===== config.mk =====
export PLATFORM = sky130hd
export DESIGN_NAME = zx_pager_flat
export DESIGN_NICKNAME = d
export VERILOG_FILES = /design/src/hdl/zx_pkg.sv /design/src/hdl/zx_bus_if.sv /design/src/hdl/zx_pager.sv /design/src/flat_wrapper.sv
export VERILOG_INCLUDE_DIRS = /design/src /design/src/hdl
export SDC_FILE = /design/constraint.sdc
export NUM_CORES = 1
export LEC_CHECK = 0
export BUFFER_PORTS_ARGS = -buffer_cell sky130_fd_sc_hd__buf_2
export CAP_MARGIN = 15
export CORE_AREA = 5 5 42 44
export CTS_CLUSTER_SIZE = 24
export DETAILED_ROUTE_END_ITERATION = 7
export DIE_AREA = 0 0 47 49
export GPL_ROUTABILITY_DRIVEN = 1
export PLACE_DENSITY = 0.72
export SLEW_MARGIN = 10
export SYNTH_ARGS = -nofsm -noshare
export SYNTH_HDL_FRONTEND = slang
export SYNTH_SLANG_ARGS = --single-unit

===== constraint.sdc =====
create_clock -name clk_sys -period 2 [get_ports clk_sys]
set_input_delay 0.2 -clock clk_sys [delete_from_list [all_inputs] [get_ports clk_sys]]
set_output_delay 0.2 -clock clk_sys [all_outputs]
set_load 0.01 [all_outputs]

===== src/hdl/zx_defines.svh =====
`ifndef ZX_DEFINES_SVH
`define ZX_DEFINES_SVH

// ==========================================================================
// Memory geometry
// ==========================================================================
// Offset inside one 16K bank
`define ZX_OFFSET_W 14
`define ZX_BANK_W 4
`define ZX_NUM_BANKS 10

// Physical bank numbers, ROMs sit above the eight RAM banks
`define ZX_ROM0_BANK 4'd8
`define ZX_ROM1_BANK 4'd9
`define ZX_SCREEN_BANK 4'd5
`define ZX_MID_BANK 4'd2

// ==========================================================================
// I/O decode
// ==========================================================================
`define ZX_KEMPSTON_PORT 6'h1F
`define ZX_IDLE_BYTE 8'hFF

`endif


===== src/hdl/zx_pkg.sv =====
`include "zx_defines.svh"

package zx_pkg;

	// One CPU address word, seen either as a memory or an I/O address
	typedef union packed {
		// Memory view: 16K region and offset inside it
		struct packed {
			logic [1:0] region;
			logic [`ZX_OFFSET_W-1:0] offset;
		} mem;
		// I/O view: B register on the high byte, port on the low byte
		struct packed {
			logic [7:0] hi;
			logic [7:0] lo;
		} io;
	} zx_addr_u;

	// Physical bank, 0-7 RAM and 8-9 ROM
	typedef logic [`ZX_BANK_W-1:0] zx_bank_t;

	// Address into the flat physical space
	typedef struct packed {
		zx_bank_t bank;
		logic [`ZX_OFFSET_W-1:0] offset;
	} zx_phys_addr_t;

endpackage


===== src/hdl/zx_bus_if.sv =====
`timescale 1ns/1ns

// One decoded CPU access, driven by the bus controller
interface zx_bus_if;
	import zx_pkg::*;

	zx_addr_u adr;
	logic [7:0] dat_w;
	// One-cycle strobes
	logic mem_wr;
	logic io_wr;
	logic io_rd;

	modport ctrl (output adr, output dat_w, output mem_wr, output io_wr, output io_rd);

	modport pager (input adr, input dat_w, input io_wr);

	modport ula (input adr, input dat_w, input io_wr, input io_rd);

endinterface


===== src/hdl/zx_pager.sv =====
`timescale 1ns/1ns
`include "zx_defines.svh"

module zx_pager (
	input  logic                  clk_sys,
	input  logic                  reset,
	zx_bus_if.pager               bus,
	output zx_pkg::zx_phys_addr_t phys_addr,
	output logic                  mem_grant
);
	import zx_pkg::*;

	// 7FFD byte
	//   2:0 RAM bank at C000
	//   3   screen select, kept but unused without video
	//   4   ROM select
	//   5   lock until reset
	logic [7:0] page_reg;
	logic page_sel;
	zx_bank_t bank;

	// ==========================================================================
	// Paging register
	// ==========================================================================

	// Partial decode as on the real machine, A15 and A1 low
	assign page_sel = !bus.adr.io.hi[7] && !bus.adr.io.lo[1];

	always_ff @(posedge clk_sys) begin
		if (reset) begin
			page_reg <= 8'h00;
		end else if (bus.io_wr && page_sel && !page_reg[5]) begin
			page_reg <= bus.dat_w;
		end
	end

	// ==========================================================================
	// Address translation
	// ==========================================================================

	always_comb begin
		case (bus.adr.mem.region)
			2'd0: bank = page_reg[4] ? `ZX_ROM1_BANK : `ZX_ROM0_BANK;
			2'd1: bank = `ZX_SCREEN_BANK;
			2'd2: bank = `ZX_MID_BANK;
			default: bank = {1'b0, page_reg[2:0]};
		endcase
	end

	assign phys_addr.bank = bank;
	assign phys_addr.offset = bus.adr.mem.offset;

	// ROM lives in region 0, nothing else is protected
	assign mem_grant = (bus.adr.mem.region != 2'd0);

endmodule


===== src/flat_wrapper.sv =====
// flat-port wrapper written by rule: the top's interface ports become plain ports
module zx_pager_flat import zx_pkg::*;
  (clk_sys, reset, phys_addr, mem_grant, bus_adr, bus_dat_w, bus_io_wr);
  zx_bus_if bus_i ();
  input  logic clk_sys;
  input  logic reset;
  output zx_pkg::zx_phys_addr_t phys_addr;
  output logic mem_grant;
  input wire logic [$bits(bus_i.adr)-1:0] bus_adr;
  input wire logic [$bits(bus_i.dat_w)-1:0] bus_dat_w;
  input wire logic [$bits(bus_i.io_wr)-1:0] bus_io_wr;
  assign bus_i.adr = bus_adr;
  assign bus_i.dat_w = bus_dat_w;
  assign bus_i.io_wr = bus_io_wr;
  zx_pager u_core (.clk_sys(clk_sys), .reset(reset), .bus(bus_i), .phys_addr(phys_addr), .mem_grant(mem_grant));
endmodule

==> Yosys cells after proc, flatten, opt, wreduce, memory -nomap -nowiden <==
Cells that the tools add are included.
Widths: inputs -> output; s select.
{ "op_classes": {"add_sub_neg": 0, "eq_ne": 2, "div": 0, "reduce_logical": 8, "bitwise": 0, "mul": 0, "shifts": 0, "muxes": 2, "order_cmp": 0} }
{ "ops": {"columns": ["operator", "count"], "rows": [
  ["$pmux 4 s3", 1],
  ["$logic_and 1x1->1", 3],
  ["$logic_not 1->1", 3],
  ["$eq 2x1->1 const B", 1],
  ["$eq 2x2->1 const B", 1],
  ["$logic_not 2->1", 1],
  ["$reduce_bool 2->1", 1],
  ["$mux 1", 1]
]} }
{ "word_totals": {"register_bits": 6, "latch_bits": 0, "mem_bits_rw": 0, "output_inout_bits": 19, "inputBits": 27, "n_memories": 0, "elab_cells": 13, "mem_bits_ro": 0} }

==> Depth between registers and ports, before layout <==
{ "logic_depth": {"word_depth": 4, "depth_mapped": 2, "depth_no_buf": 2} }

==> Least setup slack after synthesis <==
No wires, ideal clock.
{ "synth_timing": {"kind": "flip-flop to flip-flop", "from": "register u_core.page_reg[5]", "to": "register u_core.page_reg[0]", "setup_slack_ps": 988, "setup_ps": 72, "required_ps": 1928, "path_stages_with_launch": 3, "arrival_ps": 940, "synth_period_minus_slack_ps": 1012, "path_buffers": 0, "cell_sequence": "dfxtp_1 -> nor4b_4 -> mux2i_1"} }
{ "synth_between": {"elab_chain_len": 2} }
{ "synth_rtl": {"columns": ["element", "line_no", "source"], "rows": [
  ["start: declaration", "zx_pager.sv:18", "logic [7:0] page_reg;"],
  ["start signal: assignment", "zx_pager.sv:33", "page_reg <= bus.dat_w;"],
  ["$logic_not 1->1", "zx_pager.sv:32", "end else if (bus.io_wr && page_sel && !page_reg[5]) begin"],
  ["$logic_and 1x1->1", "zx_pager.sv:32", null]
]} }
No other way between the ends.
A chain may end at the register's enable or synchronous reset.

==> metrics.log <==
INFO  metric syn_area_per_cell = between 8 and 9 sq um
INFO  metric min_period = approximately 1300 ps
INFO  metric grt_pass1_wl = 1159 um
INFO  metric hold_path.class = input port to register
INFO  metric postSynthNetCount = 70
INFO  metric coreArea = 1401 sq um
INFO  metric grt_antenna_before_repair = 0
INFO  metric rsz0062_at_grt = false
INFO  metric insertedDiodeCount = 0
INFO  metric fin_setup_tns = 0 ps
INFO  metric synth.yosys.seq_area_share = 26.23%
INFO  metric max-vdd-ir-drop = 0.2590 mV
INFO  metric place_ws = 885.6 ps
INFO  metric tritoncts = built
INFO  metric synthXorXnorAreaFrac = 0%
INFO  metric detail_route.wirelength = 640 um
INFO  metric number_of_buffer_cells_added_on_primary_ports = 16
INFO  metric worstPathRequired = 1800 ps
INFO  metric gr-total-overflow = 0
INFO  metric largest_reg_flops = 5
INFO  metric route.vias.total = around 260
INFO  metric maximum_achievable_frequency = 0.7940 GHz
INFO  metric status = completed
INFO  metric grt.total_usage = 7.319%
INFO  metric worst_pin_slew = about 440 ps
INFO  metric wire_per_inst = 9.846 um
INFO  metric initial_utilization = a little over a quarter
INFO  metric ys.warnings.count = 0
INFO  metric clock_tree.htree_level_count = 1
INFO  metric layout.cells.most_common_list = 16 x buf_2, 8 x nand2b_1, 5 x dfxtp_1
INFO  metric ys_ff_latch = 5
INFO  metric drv_slew = 0
INFO  metric finClkSkew = 0.07508 ps
INFO  metric drive_gt1_share = 40.82%
INFO  metric cts_repair_resize_count = 0
INFO  metric grt_use_met2 = 9.729%
INFO  metric area_fraction_in_compound_gates_after_synthesis = 7.869%
INFO  metric cts.sink_count = 5
INFO  metric filler_cell_count = approximately 160
INFO  metric synth_adder_area_share = 0%
INFO  metric clock_root_buffer = clkbuf_4
INFO  metric grt_util_met3 = 3.690%
INFO  metric cp.arrival = between 1000 and 1500 ps
INFO  metric seqCellArea = 100.1 sq um
INFO  metric post_synth_and_or_nand_nor_area_fraction = 23.93%
INFO  metric vias_per_cell = roughly 4
INFO  metric path_clk_slew = 40 ps
INFO  metric total_leakage_power = 0.1897 nW
INFO  metric final_common_cell = buf_2
INFO  metric clock_latency = 240 ps
INFO  metric io-pin-count = 46
INFO  metric syn-cell-area = 381.6 sq um
INFO  metric ys_types = 12
INFO  metric drt_first_pass_iters = 2
INFO  metric drc = 0
INFO  metric grt_pass1_vias = 312
INFO  metric setup.worst_path.class = register to output port
INFO  metric grt-busiest-layer = met2
INFO  metric setup_violating_endpoint_count_in_the_final_report = 0
INFO  metric cts_max_path_buffers = 2
INFO  metric synthesis.instances = between 40 and 50
INFO  metric p_per_area = 664.8 nW/um^2
INFO  metric path_max_fanout = 2
INFO  metric finalWeightedCongestion = around 0.68
INFO  metric drtAntennaViolNets = 0
INFO  metric hold_buffers = 0
INFO  metric die_width = between 40 and 50 um
INFO  metric start_kind = register
INFO  metric detail_route.iter0.violations = 1
INFO  metric numCtsBuffers = 3
INFO  metric final.period_utilization = 62.97%
INFO  metric timing.max_slew.rel_slack = 70.57%
INFO  metric cts_post_setup_buffers_inserted = 0
INFO  metric post_synth_mux_area_share = 10.49%
INFO  metric maximum_number_of_pins_on_one_net_before_global_route_repair = 11
INFO  metric final-hold-violation-count = 0
INFO  metric cap_violations = 0
INFO  metric worst_setup_path_end_kind = output port
INFO  metric vert_die_dim = between 40 and 50 um
INFO  metric synth_top_family_by_area = buffers and inverters
INFO  metric multi_input_area = 161.4 sq um
INFO  metric area_growth_syn_to_fin = 5.574%
INFO  metric final_critical_path_setup_slack = 740.5 ps
INFO  metric row_count = 14
INFO  metric die_outline_area = about 2300 sq um
INFO  metric use_met1 = 6.579%
INFO  metric finish.net_count = 77
final cells by class:
type	count	area share [%]
multi-input combinational	20	40.06
sequential	5	24.84
timing repair buffer	16	19.88
clock buffer	4	6.522
tap	16	4.969
inverter	4	3.727
critical path, cell delays in order (launching register included):
cell	delay [ps]
dfxtp_1	300
or2b_1	210
a22o_1	170
buf_2	140
report_power, final:
| part | internal (mW) | total [mW] | switching [mW] | leakage (nW) |
|---|---|---|---|---|
| sequential | 0.104 | 0.106 | 0.00211 | 0.0406 |
| clock | 0.0755 | 0.119 | 0.0432 | 0.0150 |
| combinational | 0.0237 | 0.0434 | 0.0197 | 0.134 |
stage by stage:
stage	utilization [%]	area (sq um)	total power, mW	hold slack (ps)	cells
6_report	28.75	402.9	0.2678	217.3	65
5_1_grt	28.75	402.9	0.2861	219.9	65
4_1_cts	28.75	402.9	0.2745	214.4	65
3_5_place_dp	26.88	376.6	0.1517	400.1	61
3_3_place_gp	26.88	376.6	0.1509	400.1	61
2_1_floorplan	-	381.6	0.1578	354.7	43
synthesized netlist by cell type:
cell | number | area share [%]
dfxtp_1 | 5 | 26
mux2i_1 | 4 | 10
o21a_1 | 1 | 2.0
a22o_1 | 2 | 4.6
nor2_1 | 1 | 0.98
buf_4 | 14 | 28
or2b_1 | 1 | 2.0
nor4b_4 | 1 | 6.2
nor2b_1 | 1 | 1.6
nand2b_1 | 8 | 13
inv_1 | 4 | 3.9
a21oi_1 | 1 | 1.3
layer usage:
metal | vias to the layer above | share of wire, %
met1 | 107 | 36
met5 | - | 0
met2 | 18 | 45
li1 | 134 | -
met4 | 0 | 1.6
met3 | 2 | 17
worst paths after layout:
kind,from,slack (ps),endpoint,cells after the start
setup / recovery,u_core.page_reg[0],740,phys_addr[14],3
hold / removal,bus_dat_w[4],220,u_core.page_reg[4],3
setup reg to reg,u_core.page_reg[5],890,u_core.page_reg[1],2
hold reg to reg,u_core.page_reg[0],470,u_core.page_reg[0],2
cells by family after synthesis:
| group | after synthesis |
|---|---|
| flip-flops | 5 |
| multiplexers | 4 |
| AO/OA/AOI/OAI | 4 |
| buffers and inverters | 18 |
| AND/OR/NAND/NOR | 12 |
(Power assumes the default switching activity.)
