### src/hdl/zx_defines.svh
`ifndef ZX_DEFINES_SVH
`define ZX_DEFINES_SVH

// ==========================================================================
// Memory geometry
// ==========================================================================
// Offset inside one 16K bank
`define ZX_OFFSET_W 14
`define ZX_BANK_W 4
`define ZX_NUM_BANKS 10

// Physical bank numbers, ROMs sit above the eight RAM banks
`define ZX_ROM0_BANK 4'd8
`define ZX_ROM1_BANK 4'd9
`define ZX_SCREEN_BANK 4'd5
`define ZX_MID_BANK 4'd2

// ==========================================================================
// I/O decode
// ==========================================================================
`define ZX_KEMPSTON_PORT 6'h1F
`define ZX_IDLE_BYTE 8'hFF

`endif

### src/hdl/zx_pkg.sv
`include "zx_defines.svh"

package zx_pkg;

	// One CPU address word, seen either as a memory or an I/O address
	typedef union packed {
		// Memory view: 16K region and offset inside it
		struct packed {
			logic [1:0] region;
			logic [`ZX_OFFSET_W-1:0] offset;
		} mem;
		// I/O view: B register on the high byte, port on the low byte
		struct packed {
			logic [7:0] hi;
			logic [7:0] lo;
		} io;
	} zx_addr_u;

	// Physical bank, 0-7 RAM and 8-9 ROM
	typedef logic [`ZX_BANK_W-1:0] zx_bank_t;

	// Address into the flat physical space
	typedef struct packed {
		zx_bank_t bank;
		logic [`ZX_OFFSET_W-1:0] offset;
	} zx_phys_addr_t;

endpackage

### src/hdl/zx_bus_if.sv
`timescale 1ns/1ns

// One decoded CPU access, driven by the bus controller
interface zx_bus_if;
	import zx_pkg::*;

	zx_addr_u adr;
	logic [7:0] dat_w;
	// One-cycle strobes
	logic mem_wr;
	logic io_wr;
	logic io_rd;

	modport ctrl (output adr, output dat_w, output mem_wr, output io_wr, output io_rd);

	modport pager (input adr, input dat_w, input io_wr);

	modport ula (input adr, input dat_w, input io_wr, input io_rd);

endinterface

### src/hdl/zx_ula_port.sv
`timescale 1ns/1ns
`include "zx_defines.svh"

module zx_ula_port (
	input  logic        clk_sys,
	input  logic        reset,
	zx_bus_if.ula       bus,
	input  logic [39:0] kbd_matrix,
	input  logic [5:0]  joy,
	input  logic        ear_in,
	output logic        ula_sel,
	output logic [7:0]  ula_rdata,
	output logic [2:0]  border_color,
	output logic        ear_out,
	output logic        mic_out
);
	import zx_pkg::*;

	logic fe_hit;
	logic kempston_hit;
	logic [4:0] pressed;

	// Any even port is the ULA
	assign fe_hit = !bus.adr.io.lo[0];
	assign kempston_hit = (bus.adr.io.lo[5:0] == `ZX_KEMPSTON_PORT);

	// Output latch
	always_ff @(posedge clk_sys) begin
		if (reset) begin
			border_color <= 3'd0;
			ear_out <= 1'b0;
			mic_out <= 1'b0;
		end else if (bus.io_wr && fe_hit) begin
			border_color <= bus.dat_w[2:0];
			ear_out <= bus.dat_w[4];
			mic_out <= bus.dat_w[3];
		end
	end

	// Select flag follows the read strobe by one cycle
	always_ff @(posedge clk_sys) begin
		if (reset)
			ula_sel <= 1'b0;
		else
			ula_sel <= bus.io_rd && (fe_hit || kempston_hit);
	end

	// Half-rows with a low address line are scanned together
	always_comb begin
		pressed = 5'd0;
		for (int i = 0; i < 8; i++) begin
			if (!bus.adr.io.hi[i])
				pressed = pressed | kbd_matrix[i*5 +: 5];
		end
	end

	assign ula_rdata = fe_hit ? {1'b1, ~ear_in, 1'b1, ~pressed} : {2'b00, joy};

endmodule

### src/flat_wrapper.sv
// flat-port wrapper written by rule: the top's interface ports become plain ports
module zx_ula_port_flat import zx_pkg::*;
  (clk_sys, reset, kbd_matrix, joy, ear_in, ula_sel, ula_rdata, border_color, ear_out, mic_out, bus_adr, bus_dat_w, bus_io_wr, bus_io_rd);
  zx_bus_if bus_i ();
  input  logic clk_sys;
  input  logic reset;
  input  logic [39:0] kbd_matrix;
  input  logic [5:0] joy;
  input  logic ear_in;
  output logic ula_sel;
  output logic [7:0] ula_rdata;
  output logic [2:0] border_color;
  output logic ear_out;
  output logic mic_out;
  input wire logic [$bits(bus_i.adr)-1:0] bus_adr;
  input wire logic [$bits(bus_i.dat_w)-1:0] bus_dat_w;
  input wire logic [$bits(bus_i.io_wr)-1:0] bus_io_wr;
  input wire logic [$bits(bus_i.io_rd)-1:0] bus_io_rd;
  assign bus_i.adr = bus_adr;
  assign bus_i.dat_w = bus_dat_w;
  assign bus_i.io_wr = bus_io_wr;
  assign bus_i.io_rd = bus_io_rd;
  zx_ula_port u_core (.clk_sys(clk_sys), .reset(reset), .bus(bus_i), .kbd_matrix(kbd_matrix), .joy(joy), .ear_in(ear_in), .ula_sel(ula_sel), .ula_rdata(ula_rdata), .border_color(border_color), .ear_out(ear_out), .mic_out(mic_out));
endmodule
### config.mk
export PLATFORM = sky130hd
export DESIGN_NAME = zx_ula_port_flat
export DESIGN_NICKNAME = d
export VERILOG_FILES = /design/src/hdl/zx_pkg.sv /design/src/hdl/zx_bus_if.sv /design/src/hdl/zx_ula_port.sv /design/src/flat_wrapper.sv
export VERILOG_INCLUDE_DIRS = /design/src /design/src/hdl
export SDC_FILE = /design/constraint.sdc
export NUM_CORES = 1
export LEC_CHECK = 0
export BUFFER_PORTS_ARGS = -buffer_cell sky130_fd_sc_hd__clkbuf_2
export CORE_ASPECT_RATIO = 0.8
export CORE_MARGIN = 2
export CORE_UTILIZATION = 27
export DETAILED_ROUTE_END_ITERATION = 10
export PLACE_DENSITY = 0.84
export SLEW_MARGIN = 20
export SYNTH_ARGS = -nofsm -noshare
export SYNTH_HDL_FRONTEND = slang
export SYNTH_SLANG_ARGS = --single-unit
### constraint.sdc
create_clock -name clk_sys -period 0.8 [get_ports clk_sys]
set_input_delay 0.08 -clock clk_sys [delete_from_list [all_inputs] [get_ports clk_sys]]
set_output_delay 0.08 -clock clk_sys [all_outputs]
set_load 0.1 [all_outputs]
Word-level counts from Yosys, hierarchy flattened
Index checks and enable logic that the tools add are counted.
- multiplexer cells: 9
- reduce and logical (&&, ||, !) cells: 4
- div/mod/pow operators: 0
- eq/ne operators: 1
- add/subtract/negate cells: 0
- bitwise logic cells: 9
- $lt $le $gt $ge: 0
- multipliers: 0
- shift operators: 0
- operators with widths (operator ; count):
    $mux 5 ; 8
    $or 5x5->5 ; 7
    $mux 8 ; 1
    $eq 6x5->1 const B ; 1
    $not 5->5 ; 1
    $logic_and 1x1->1 ; 2
    $logic_not 1->1 ; 1
    $logic_or 1x1->1 ; 1
    $not 1->1 ; 1
- memories kept: 0
- bits in registers: 6
- ROM bits: 0
- bits in latches: 0
- bits of input ports: 75
- RAM bits: 0
- output and inout bits: 14

Longest topological paths before layout
- depth after elaboration: 17
- gate-level depth with buffers: 4
- mapped depth without buffers: 3

Least setup slack after synthesis
No wires, ideal clock.
- kind: in2out
- start point: input bus_adr[9]
- end point: output ula_rdata[0]
- slack: -2.696 ns
- path buffers: 0
- arrival: 3.416 ns
- cell stages on the path: 3
- cell sequence: nand2b_1 o2111ai_1 o41ai_1
- longest elaborated chain between the ends: 15
- RTL lines (what ; line ; source):
    start: declaration ; flat_wrapper.sv:15 ; input wire logic [$bits(bus_i.adr)-1:0] bus_adr;
    $mux 5 (*) ; zx_ula_port.sv:52 ; if (!bus.adr.io.hi[i])
    $or 5x5->5 ; zx_ula_port.sv:53 ; pressed = pressed | kbd_matrix[i*5 +: 5];
    $mux 5 (*) ; zx_ula_port.sv:52 ;
    $or 5x5->5 ; zx_ula_port.sv:53 ;
    $mux 5 (*) ; zx_ula_port.sv:52 ;
    $or 5x5->5 ; zx_ula_port.sv:53 ;
    $mux 5 (*) ; zx_ula_port.sv:52 ;
    $or 5x5->5 ; zx_ula_port.sv:53 ;
    $mux 5 (*) ; zx_ula_port.sv:52 ;
    $or 5x5->5 ; zx_ula_port.sv:53 ;
    $mux 5 (*) ; zx_ula_port.sv:52 ;
    $or 5x5->5 ; zx_ula_port.sv:53 ;
    $mux 5 (*) ; zx_ula_port.sv:52 ;
    $not 5->5 (*) ; zx_ula_port.sv:57 ; assign ula_rdata = fe_hit ? {1'b1, ~ear_in, 1'b1, ~pressed} : {2'b00, joy};
    $mux 8 (*) ; zx_ula_port.sv:57 ;
    end: declaration ; flat_wrapper.sv:11 ; output logic [7:0] ula_rdata;
Mark *: on every way between the ends. The rest lies on a longest branch, timed or not.

Worst setup path after layout
- start point: input bus_adr[13]
- end point: output ula_rdata[3]
- longest elaborated chain between the ends: 7
- RTL lines (what ; line):
    $mux 5 (*) ; zx_ula_port.sv:52
    $or 5x5->5 ; zx_ula_port.sv:53
    $mux 5 (*) ; zx_ula_port.sv:52
    $or 5x5->5 ; zx_ula_port.sv:53
    $mux 5 (*) ; zx_ula_port.sv:52
    $not 5->5 (*) ; zx_ula_port.sv:57
    $mux 8 (*) ; zx_ula_port.sv:57
Marks and branches as above.

==> reports/metrics.cfg <==
[global_routing]
grt.overflow.total=0
grt_pass1_vias=1158
antenna_found_initial=0
track_usage_pct=25.8
grt_max_degree=7
grt_pass1_wl_um=5020

[sta]
finalHoldViolCount=0
tns_ns=-2.05
max_freq_mhz=880
holdWs_ns=0.0760
setup_ws_ns=-0.337
finalCritPeriodShare_pct=142
rsz0062_at_grt=yes
slew-limit-headroom_pct=76.6
tightest_slew_ns=0.350
finalSetupViolations=15
fin_crit_ns=1.14
clock_skew_ns=0
drv_slew=0

[clock_tree]
cts_tree=yes
cts.sinks=6
cts_buffer_depth=2
cts-buffers-inserted=3
holdBufCountCts=0
clk-insertion-delay-late_ns=0.23
htree_levels=1
root_buffer=clkbuf_4
cts.reportedPaths.clkPinSlew_ns=0.05

[critical_path]
arrival_ns=1.06
reg2reg_depth=2
path_cells=buf_8 > buf_6 > nand2b_4 > o2111ai_4 > o41ai_4 > buf_12
timing.rr.start=u_core.mic_out
r2r_slack_ns=0.13
cp_slowest_cell=o41ai_4
rr_endpoint=u_core.mic_out
crit_buf_inv=3
startpoint_type=input port
crit_family=compound AO/OA/AOI/OAI gates
cp-end-kind=output pin
worstSetupPathType=in2out
cp_max_fo=3
required_ns=0.72
cpPeakStageDelay_ns=0.32

[min_path]
hold_end=u_core.border_color[2]
min_path_cells=2
min-delay-start=reset
min_path_type=in2reg

[power]
p_total_uw=1820
ir_drop_uv=857
pwr_density_cell_mw_per_mm2=1000
leakage_uw=0.00100

[floorplanning]
dieArea_mm2=0.00273
start_util_pct=28.9
die_w_um=57.9
ios=89
rows=15
die_h_um=47.1
core_area_mm2=0.00218

[final_layout]
fill_cells=123
synthToLayoutAreaGrowth_pct=190
nets=263
drive_above_1_share_pct=72.2
antennaDiodeCount=0
final_core_util_pct=83.7
multiInputGateArea_um2=698
register_area_um2=140

[logic_synthesis]
synth-main-ff-cell=dfxtp_1
syn_avg_cell_area_um2=6.90
synth_edf_count=0
synth_area_leaders=dfxtp_1 19%, nand2b_1 16%, inv_1 16%
yosysTopAreaCell=dfxtp_1
seq_area_frac_synth_pct=19.1
netlist_instances=91
synthArstFlopShare_pct=0
synth_fp_nets=166
yosysMostFrequentCell=inv_1
ys_ff_latch=6
netlist_area_um2=628
synth_top_area_share_pct=19.1
synth_common_cells=26 x inv_1, 16 x nand2b_1, 10 x o22ai_1, 6 x dfxtp_1, 6 x nor2_1
yosysWarnings=0
ys_types=16

[detailed_routing]
ant_nets=0
viasPerCell=5.05
drt_iter0_markers=25
wl_um=3590
post_drt_wl_per_cell_um=16.9
drc_errors=0
vias=1070
dr.pass1.iters=4

[run]
cap_viol_max_count=0

[status]
violations=setup timing
outcome=finished, violations left

[placement]
io_buffer_count=83
post-place-ws_ns=-0.401
gp_congestion=0.732
hpwl_um=2390

[final cells by class]
class,instances,share of cell area [%]
multi-input cells,56,38.3
flip-flops and latches,6,7.69
well taps,25,1.72
inverters,26,5.49
repair buffers,95,45.4
clock buffers,4,1.44
[routing by layer]
metal  vias to the layer above  track usage [%]  part of all wire, %
met5                         -                0                    0
met2                        72             53.2                   56
met4                         0             14.4                  2.6
met1                       488             24.5                   33
met3                        10             5.23                  8.3
li1                        500                -                    -
[where the power goes]
part / internal (uW) / switching [uW] / total, uW
registers: 307 / 15.1 / 323
clock network: 188 / 102 / 291
logic: 556 / 654 / 1210
total: 1050 / 771 / 1820
[sequential cells by signal (all words and copies together) (netlist names)]
name                 flops
u_core.border_color      3
u_core.ear_out           1
u_core.ula_sel           1
u_core.mic_out           1
[placed cells by master (no fill, tap or decap), drive strengths merged]
master,n
a21oi,1
and4b,1
buf,31
clkbuf,68
dfxtp,6
inv,26
mux2i,5
nand2,5
nand2b,16
nor2,6
nor2b,1
nor3b,1
o2111ai,5
o22ai,10
o41ai,5
[cells by family (layout without fill, tap and decap cells)]
logic type	Yosys count	count (layout)	synth area share [%]
simple gates	30	30	26.3
buf+inv	29	125	18.3
compound gates	21	21	28.3
flops	6	6	19.1
mux	5	5	7.97
[through the flow]
step / area, um^2 / instances
after floorplan: 861 / 91
after global placement: 1570 / 205
after detailed placement: 1570 / 205
after CTS: 1790 / 211
after global routing: 1820 / 212
final: 1820 / 212
[timing repair]
| item | 4_1_cts | 5_1_grt |
|---|---|---|
| hold endpoints to repair | 0 | 0 |
| setup buffers | 1 | 2 |
| cloned | 1 | 0 |
| gates resized for setup | 26 | 14 |
| pin swaps | 4 | 4 |
| setup endpoints to repair | 13 | 18 |
[worst max-delay path by stage]
stage	from	end	slack, ns	depth (start not counted)
2_1_floorplan	bus_adr[9]	ula_rdata[0]	-0.79	3
3_3_place_gp	bus_adr[9]	ula_rdata[0]	-0.39	5
3_5_place_dp	bus_adr[9]	ula_rdata[1]	-0.40	5
4_1_cts	bus_adr[12]	ula_rdata[0]	-0.37	5
5_1_grt	bus_adr[12]	ula_rdata[0]	-0.38	5
6_report	bus_adr[13]	ula_rdata[3]	-0.34	6
No activity file was read; power rests on OpenSTA's default activity.
