File: src/hdl/zx_defines.svh
`ifndef ZX_DEFINES_SVH
`define ZX_DEFINES_SVH

// ==========================================================================
// Memory geometry
// ==========================================================================
// Offset inside one 16K bank
`define ZX_OFFSET_W 14
`define ZX_BANK_W 4
`define ZX_NUM_BANKS 10

// Physical bank numbers, ROMs sit above the eight RAM banks
`define ZX_ROM0_BANK 4'd8
`define ZX_ROM1_BANK 4'd9
`define ZX_SCREEN_BANK 4'd5
`define ZX_MID_BANK 4'd2

// ==========================================================================
// I/O decode
// ==========================================================================
`define ZX_KEMPSTON_PORT 6'h1F
`define ZX_IDLE_BYTE 8'hFF

`endif

File: src/hdl/zx_pkg.sv
`include "zx_defines.svh"

package zx_pkg;

	// One CPU address word, seen either as a memory or an I/O address
	typedef union packed {
		// Memory view: 16K region and offset inside it
		struct packed {
			logic [1:0] region;
			logic [`ZX_OFFSET_W-1:0] offset;
		} mem;
		// I/O view: B register on the high byte, port on the low byte
		struct packed {
			logic [7:0] hi;
			logic [7:0] lo;
		} io;
	} zx_addr_u;

	// Physical bank, 0-7 RAM and 8-9 ROM
	typedef logic [`ZX_BANK_W-1:0] zx_bank_t;

	// Address into the flat physical space
	typedef struct packed {
		zx_bank_t bank;
		logic [`ZX_OFFSET_W-1:0] offset;
	} zx_phys_addr_t;

endpackage

File: src/hdl/zx_bus_if.sv
`timescale 1ns/1ns

// One decoded CPU access, driven by the bus controller
interface zx_bus_if;
	import zx_pkg::*;

	zx_addr_u adr;
	logic [7:0] dat_w;
	// One-cycle strobes
	logic mem_wr;
	logic io_wr;
	logic io_rd;

	modport ctrl (output adr, output dat_w, output mem_wr, output io_wr, output io_rd);

	modport pager (input adr, input dat_w, input io_wr);

	modport ula (input adr, input dat_w, input io_wr, input io_rd);

endinterface

File: src/hdl/zx_bus_ctrl.sv
`timescale 1ns/1ns
`include "zx_defines.svh"

module zx_bus_ctrl (
	input  logic       clk_sys,
	input  logic       reset,
	input  logic [15:0] wb_adr,
	input  logic [7:0] wb_dat_w,
	output logic [7:0] wb_dat_r,
	input  logic       wb_we,
	input  logic       wb_cyc,
	input  logic       wb_stb,
	output logic       wb_ack,
	input  logic       wb_io,
	zx_bus_if.ctrl     bus,
	input  logic [7:0] ram_rdata,
	input  logic       mem_grant,
	input  logic       ula_sel,
	input  logic [7:0] ula_rdata
);
	import zx_pkg::*;

	// Access sequence, fixed two-cycle latency to ack
	localparam logic [1:0] ST_IDLE = 2'd0;
	localparam logic [1:0] ST_STROBE = 2'd1;
	localparam logic [1:0] ST_WAIT = 2'd2;
	localparam logic [1:0] ST_ACK = 2'd3;

	logic [1:0] state;
	logic [7:0] rd_sel;

	// Address and data are held stable by the master for the whole access
	assign bus.adr = zx_addr_u'(wb_adr);
	assign bus.dat_w = wb_dat_w;

	// Memory first, then ULA or joystick, else the floating bus value
	assign rd_sel = !wb_io ? ram_rdata : (ula_sel ? ula_rdata : `ZX_IDLE_BYTE);

	always_ff @(posedge clk_sys) begin
		if (reset) begin
			state <= ST_IDLE;
			bus.mem_wr <= 1'b0;
			bus.io_wr <= 1'b0;
			bus.io_rd <= 1'b0;
		end else begin
			bus.mem_wr <= 1'b0;
			bus.io_wr <= 1'b0;
			bus.io_rd <= 1'b0;
			case (state)
				ST_IDLE: begin
					if (wb_cyc && wb_stb) begin
						state <= ST_STROBE;
						// ROM region writes are dropped here
						bus.mem_wr <= !wb_io && wb_we && mem_grant;
						bus.io_wr <= wb_io && wb_we;
						bus.io_rd <= wb_io && !wb_we;
					end
				end
				ST_STROBE: state <= ST_WAIT;
				ST_WAIT: state <= ST_ACK;
				default: state <= ST_IDLE;
			endcase
		end
	end

	// RAM output and ULA select are both valid during the wait cycle
	always_ff @(posedge clk_sys) begin
		if (state == ST_WAIT)
			wb_dat_r <= rd_sel;
	end

	assign wb_ack = (state == ST_ACK);

endmodule

File: src/flat_wrapper.sv
// flat-port wrapper written by rule: the top's interface ports become plain ports
module zx_bus_ctrl_flat import zx_pkg::*;
  (clk_sys, reset, wb_adr, wb_dat_w, wb_dat_r, wb_we, wb_cyc, wb_stb, wb_ack, wb_io, ram_rdata, mem_grant, ula_sel, ula_rdata, bus_adr, bus_dat_w, bus_mem_wr, bus_io_wr, bus_io_rd);
  zx_bus_if bus_i ();
  input  logic clk_sys;
  input  logic reset;
  input  logic [15:0] wb_adr;
  input  logic [7:0] wb_dat_w;
  output logic [7:0] wb_dat_r;
  input  logic wb_we;
  input  logic wb_cyc;
  input  logic wb_stb;
  output logic wb_ack;
  input  logic wb_io;
  input  logic [7:0] ram_rdata;
  input  logic mem_grant;
  input  logic ula_sel;
  input  logic [7:0] ula_rdata;
  output wire logic [$bits(bus_i.adr)-1:0] bus_adr;
  output wire logic [$bits(bus_i.dat_w)-1:0] bus_dat_w;
  output wire logic [$bits(bus_i.mem_wr)-1:0] bus_mem_wr;
  output wire logic [$bits(bus_i.io_wr)-1:0] bus_io_wr;
  output wire logic [$bits(bus_i.io_rd)-1:0] bus_io_rd;
  assign bus_adr = bus_i.adr;
  assign bus_dat_w = bus_i.dat_w;
  assign bus_mem_wr = bus_i.mem_wr;
  assign bus_io_wr = bus_i.io_wr;
  assign bus_io_rd = bus_i.io_rd;
  zx_bus_ctrl u_core (.clk_sys(clk_sys), .reset(reset), .wb_adr(wb_adr), .wb_dat_w(wb_dat_w), .wb_dat_r(wb_dat_r), .wb_we(wb_we), .wb_cyc(wb_cyc), .wb_stb(wb_stb), .wb_ack(wb_ack), .wb_io(wb_io), .bus(bus_i), .ram_rdata(ram_rdata), .mem_grant(mem_grant), .ula_sel(ula_sel), .ula_rdata(ula_rdata));
endmodule
File: config.mk
export PLATFORM = sky130hd
export DESIGN_NAME = zx_bus_ctrl_flat
export DESIGN_NICKNAME = d
export VERILOG_FILES = /design/src/hdl/zx_pkg.sv /design/src/hdl/zx_bus_if.sv /design/src/hdl/zx_bus_ctrl.sv /design/src/flat_wrapper.sv
export VERILOG_INCLUDE_DIRS = /design/src /design/src/hdl
export SDC_FILE = /design/constraint.sdc
export NUM_CORES = 1
export LEC_CHECK = 0
export ABC_AREA = 1
export CELL_PAD_IN_SITES_DETAIL_PLACEMENT = 1
export CELL_PAD_IN_SITES_GLOBAL_PLACEMENT = 1
export CORE_ASPECT_RATIO = 1.1
export CORE_MARGIN = 3
export CORE_UTILIZATION = 38
export DETAILED_ROUTE_END_ITERATION = 10
export DONT_BUFFER_PORTS = 1
export PLACE_DENSITY = 0.81
export SYNTH_ARGS = -nofsm -noshare
export SYNTH_HDL_FRONTEND = slang
export SYNTH_SLANG_ARGS = --single-unit
File: constraint.sdc
create_clock -name clk_sys -period 1.45 [get_ports clk_sys]
set_input_delay 0.29 -clock clk_sys [delete_from_list [all_inputs] [get_ports clk_sys]]
set_output_delay 0.29 -clock clk_sys [all_outputs]
set_load 0.05 [all_outputs]
# Word level (Yosys, flattened, before mapping)
# Cells that the tools add are included.
[totals]
regBits = 13
latchBits = 0
ram_bits = 0
rom_bits = 0
in_bits = 48
out_inout_bits = 36
elab_cells = 24
memories = 0
[classes]
n_addsub = 0
n_mul = 0
div = 0
magnitude_cmp = 0
n_eq_ne = 4
shift = 0
mux = 4
bitwise_logic = 2
reduce_logical = 9
[ops]
columns = ["operator", "count"]
rows = [
  ["8-bit two-way mux", 2],
  ["2-bit one-hot mux with 3 select lines", 1],
  ["1-bit logical AND", 5],
  ["2-bit equality test (second input constant)", 2],
  ["3-bit OR reduction", 1],
  ["2-bit by 1-bit equality test with 1-bit output (second input constant)", 1],
  ["1-bit logical NOT", 2],
  ["2-bit logical NOT", 1],
  ["2-bit two-way mux", 1],
  ["2-bit by 1-bit inequality test with 1-bit output (second input constant)", 1],
  ["1-bit inverter", 2],
]

# Longest topological paths before layout
[logic_depth]
word_depth = 3
ltp_mapped = 6

# Worst setup path before layout
# No wires, ideal clock.
[synth_timing]
path_type = "reg-to-output"
startpoint = "register u_core.state[0]"
endpoint = "output port wb_ack"
t_arrival_ps = 811
required_time_ps = 1160
setup_slack_ps = 349
stages_incl_launch_ff = 2
path_buffers = 0
cell_sequence = "dfxtp_1 ha_1"
[synth_via]
elab_chain_cells = 1
[synth_lines]
columns = ["item", "line_no", "rtl"]
rows = [
  ["from (decl)", "zx_bus_ctrl.sv:29", "logic [1:0] state;"],
  ["from (signal assigned)", "zx_bus_ctrl.sv:41", "state <= ST_IDLE;"],
  ["from (signal assigned)", "zx_bus_ctrl.sv:52", "state <= ST_STROBE;"],
  ["from (signal assigned)", "zx_bus_ctrl.sv:59", "ST_STROBE: state <= ST_WAIT;"],
  ["2-bit equality test", "zx_bus_ctrl.sv:72", "assign wb_ack = (state == ST_ACK);"],
  ["to (decl)", "flat_wrapper.sv:13", "output logic wb_ack;"],
]
# Every way passes these cells.

# Worst setup path in the final report
# Ends and elaborated chain as after synthesis.

==> run summary <==
Total core area = 0.00184 sq mm
Post-CTS resize count = 0
Clock-pin transition on the worst setup and hold timing paths = 70 ps
CP Class = flop to output port
Largest net degree at the start of global routing = 12
Worst-margin pin slew = 485 ps
Ant. Diodes = 0
Overall global routing resource usage = 9.02%
RSZ-0062 raised after global routing = false
TritonCTS clock tree = built
Bufs on Longest Clock Path = 2
Slew Limit Headroom = 67.6%
Final setup viols = 0
H-tree level count = 1
Fmax = 0.763 GHz
Share of the synthesized area in the top cell type = 31.4%
Post-synth top area cell = edfxtp_1
CTS hold repair buffers = 0
Reg2reg setup slack = 270 ps
Area Overhead vs Synth = -16.2%
Final setup TNS = 0 ps
Vias after detailed routing = 413
Vias/cell = 4.98
P per Cell Area = 1890 mW/mm^2
Worst Setup Start Kind = flop
Wire length per cell = 15.2 um
Post-synth EDFFs = 8
Number of global-route vias before repair = 406
Iter 0 DRT Violations = 2
Std cell rows = 16
First-pass GRT wire length = 1750 um
Status = finished clean
Crit Path Max Fanout = 4
Hold WC Path Type = input pin to flop
Initial Utilization = 41.5%
Async SR Flop Fraction = 0%
Warnings from Yosys = 0
Final Max Slew Viols = 0
Post-CTS Setup Bufs = 0
Critical Path RT = 1160 ps
Drt drc = 0
CP Capture Point = wb_ack
Clock root buffer = clkbuf_4
Drt first pass iters = 2
WP data arrival = 1020 ps
Routed Antenna Nets = 0
Hold WS = 87.7 ps
I/O pin total = 84
Most frequent cell after synthesis = buf_4
Avg Inst Size Synth = 10.1 sq um
Fin nets = 109
Remaining global-route overflow = 0
Synth cell count leaders = buf_4, edfxtp_1, nand2_1, o22a_1, nor2_1
Syn_nets = 128
Met3 global-route usage = 3.94%
Slowest library cell on the worst path = dfxtp_1
Ys flop type = edfxtp_1
WP buf/inv = 1
Num CTS Buffers = 3
CTS sink cnt = 13
#FFs+latches synth = 13
Routing usage on met1 = 7.59%
Buffers on Ports = 0
Final wirelength = 1270 um
Worst-Skew Late Latency = 260 ps
Worst clock skew = 0.389 ps
Placer Congestion = 0.584
Layout cells sized above 1 = 14.3%
Critical R2R Launch = u_core.state[0]
Max-Cap Viols = 0
Final Hold Vio Count = 0
Most used routing layer = met2
Min cycle time layout = 1310 ps
R2R cell count = 6
Total Power = 0.00121 W
Cell variety after synth = 14
Worst path depth = 2
Die height = 53.0 um
Max VDD drop = 0.508 mV
Critical path origin = u_core.state[0]
Final-layout fill cell count = 220
Syn Std Cell Area = 764 sq um
Leakage = 0.257 nW
Reg-to-Reg End = u_core.state[0]
Cell family with most CP delay = flip-flops
Sequential area share after synthesis = 44.5%
CP endpoint kind = output port
Die width = 48.8 um
Global Route met2 Usage = 16.5%
Synth area leaders = edfxtp_1, buf_4, dfxtp_1
Max incr delay on CP = 380 ps
Initial antenna violation count = 0
CP Cell Sequence = ha_1 > buf_4
Mapped Cells = 76
Die area = 0.00259 sq mm
Final period util = 90.3%
==> final cells by class <==
type / count / area (sq um) / area share [%]
Clock buffer: 4 / 26.3 / 4.10
Inverter: 6 / 22.5 / 3.52
Multi-Input combinational cell: 32 / 210 / 32.8
Sequential cell: 13 / 340 / 53.1
Tap cell: 27 / 33.8 / 5.27
Timing Repair Buffer: 1 / 7.51 / 1.17
==> logic make-up after synthesis <==
group           synth area share [%]
flops                           44.5
compound gates                  9.82
simple gates                    11.1
buf+inv                         28.0
fa+ha+maj                       6.55
==> flip-flops by register name (all words and copies together) (netlist names) <==
name,flops
u_core.bus.mem_wr,1
u_core.wb_dat_r,8
u_core.state,2
u_core.bus.io_rd,1
u_core.bus.io_wr,1
==> worst min-delay path by stage <==
stage	startpoint	end	slack, ps	depth (start not counted)
final	wb_we	u_core.bus.io_rd	90	1
after global routing	wb_we	u_core.bus.io_rd	70	1
after CTS	wb_we	u_core.bus.io_rd	80	1
after detailed placement	wb_we	u_core.bus.io_rd	370	1
after global placement	wb_we	u_core.bus.io_rd	370	1
after floorplan	wb_we	u_core.bus.io_rd	360	1
==> through the flow <==
stage	utilization [%]	worst slack [ps]	area, sq um	std cells
6_report	34.8	140	641	83
3_5_place_dp	33.4	254	614	79
5_1_grt	34.8	61.4	641	83
3_3_place_gp	33.4	331	614	79
4_1_cts	34.8	119	641	83
2_1_floorplan	-	349	764	76
==> routing by layer <==
layer / wire (um) / vias up
li1: - / 188
met1: 411 / 175
met2: 641 / 42
met3: 176 / 8
met5: 0 / -
met4: 36 / 0
==> cell usage in the layout (no fill, tap or decap) <==
cell,count
a21oi_1,1
buf_4,1
clkbuf_1,1
clkbuf_4,3
dfxtp_1,5
edfxtp_1,8
ha_1,4
inv_1,5
inv_2,1
nand2_1,8
nand2_2,2
nand3_1,2
nand3_2,1
nor2_1,6
o22a_1,8
==> power by group <==
group / internal, W / switching, W / total [W]
sequential: 0.000503 / 0.000229 / 0.000731
clock: 0.000106 / 0.000101 / 0.000208
combinational: 0.0000992 / 0.000173 / 0.000272
Note: power is estimated with default switching activity, not from simulation.
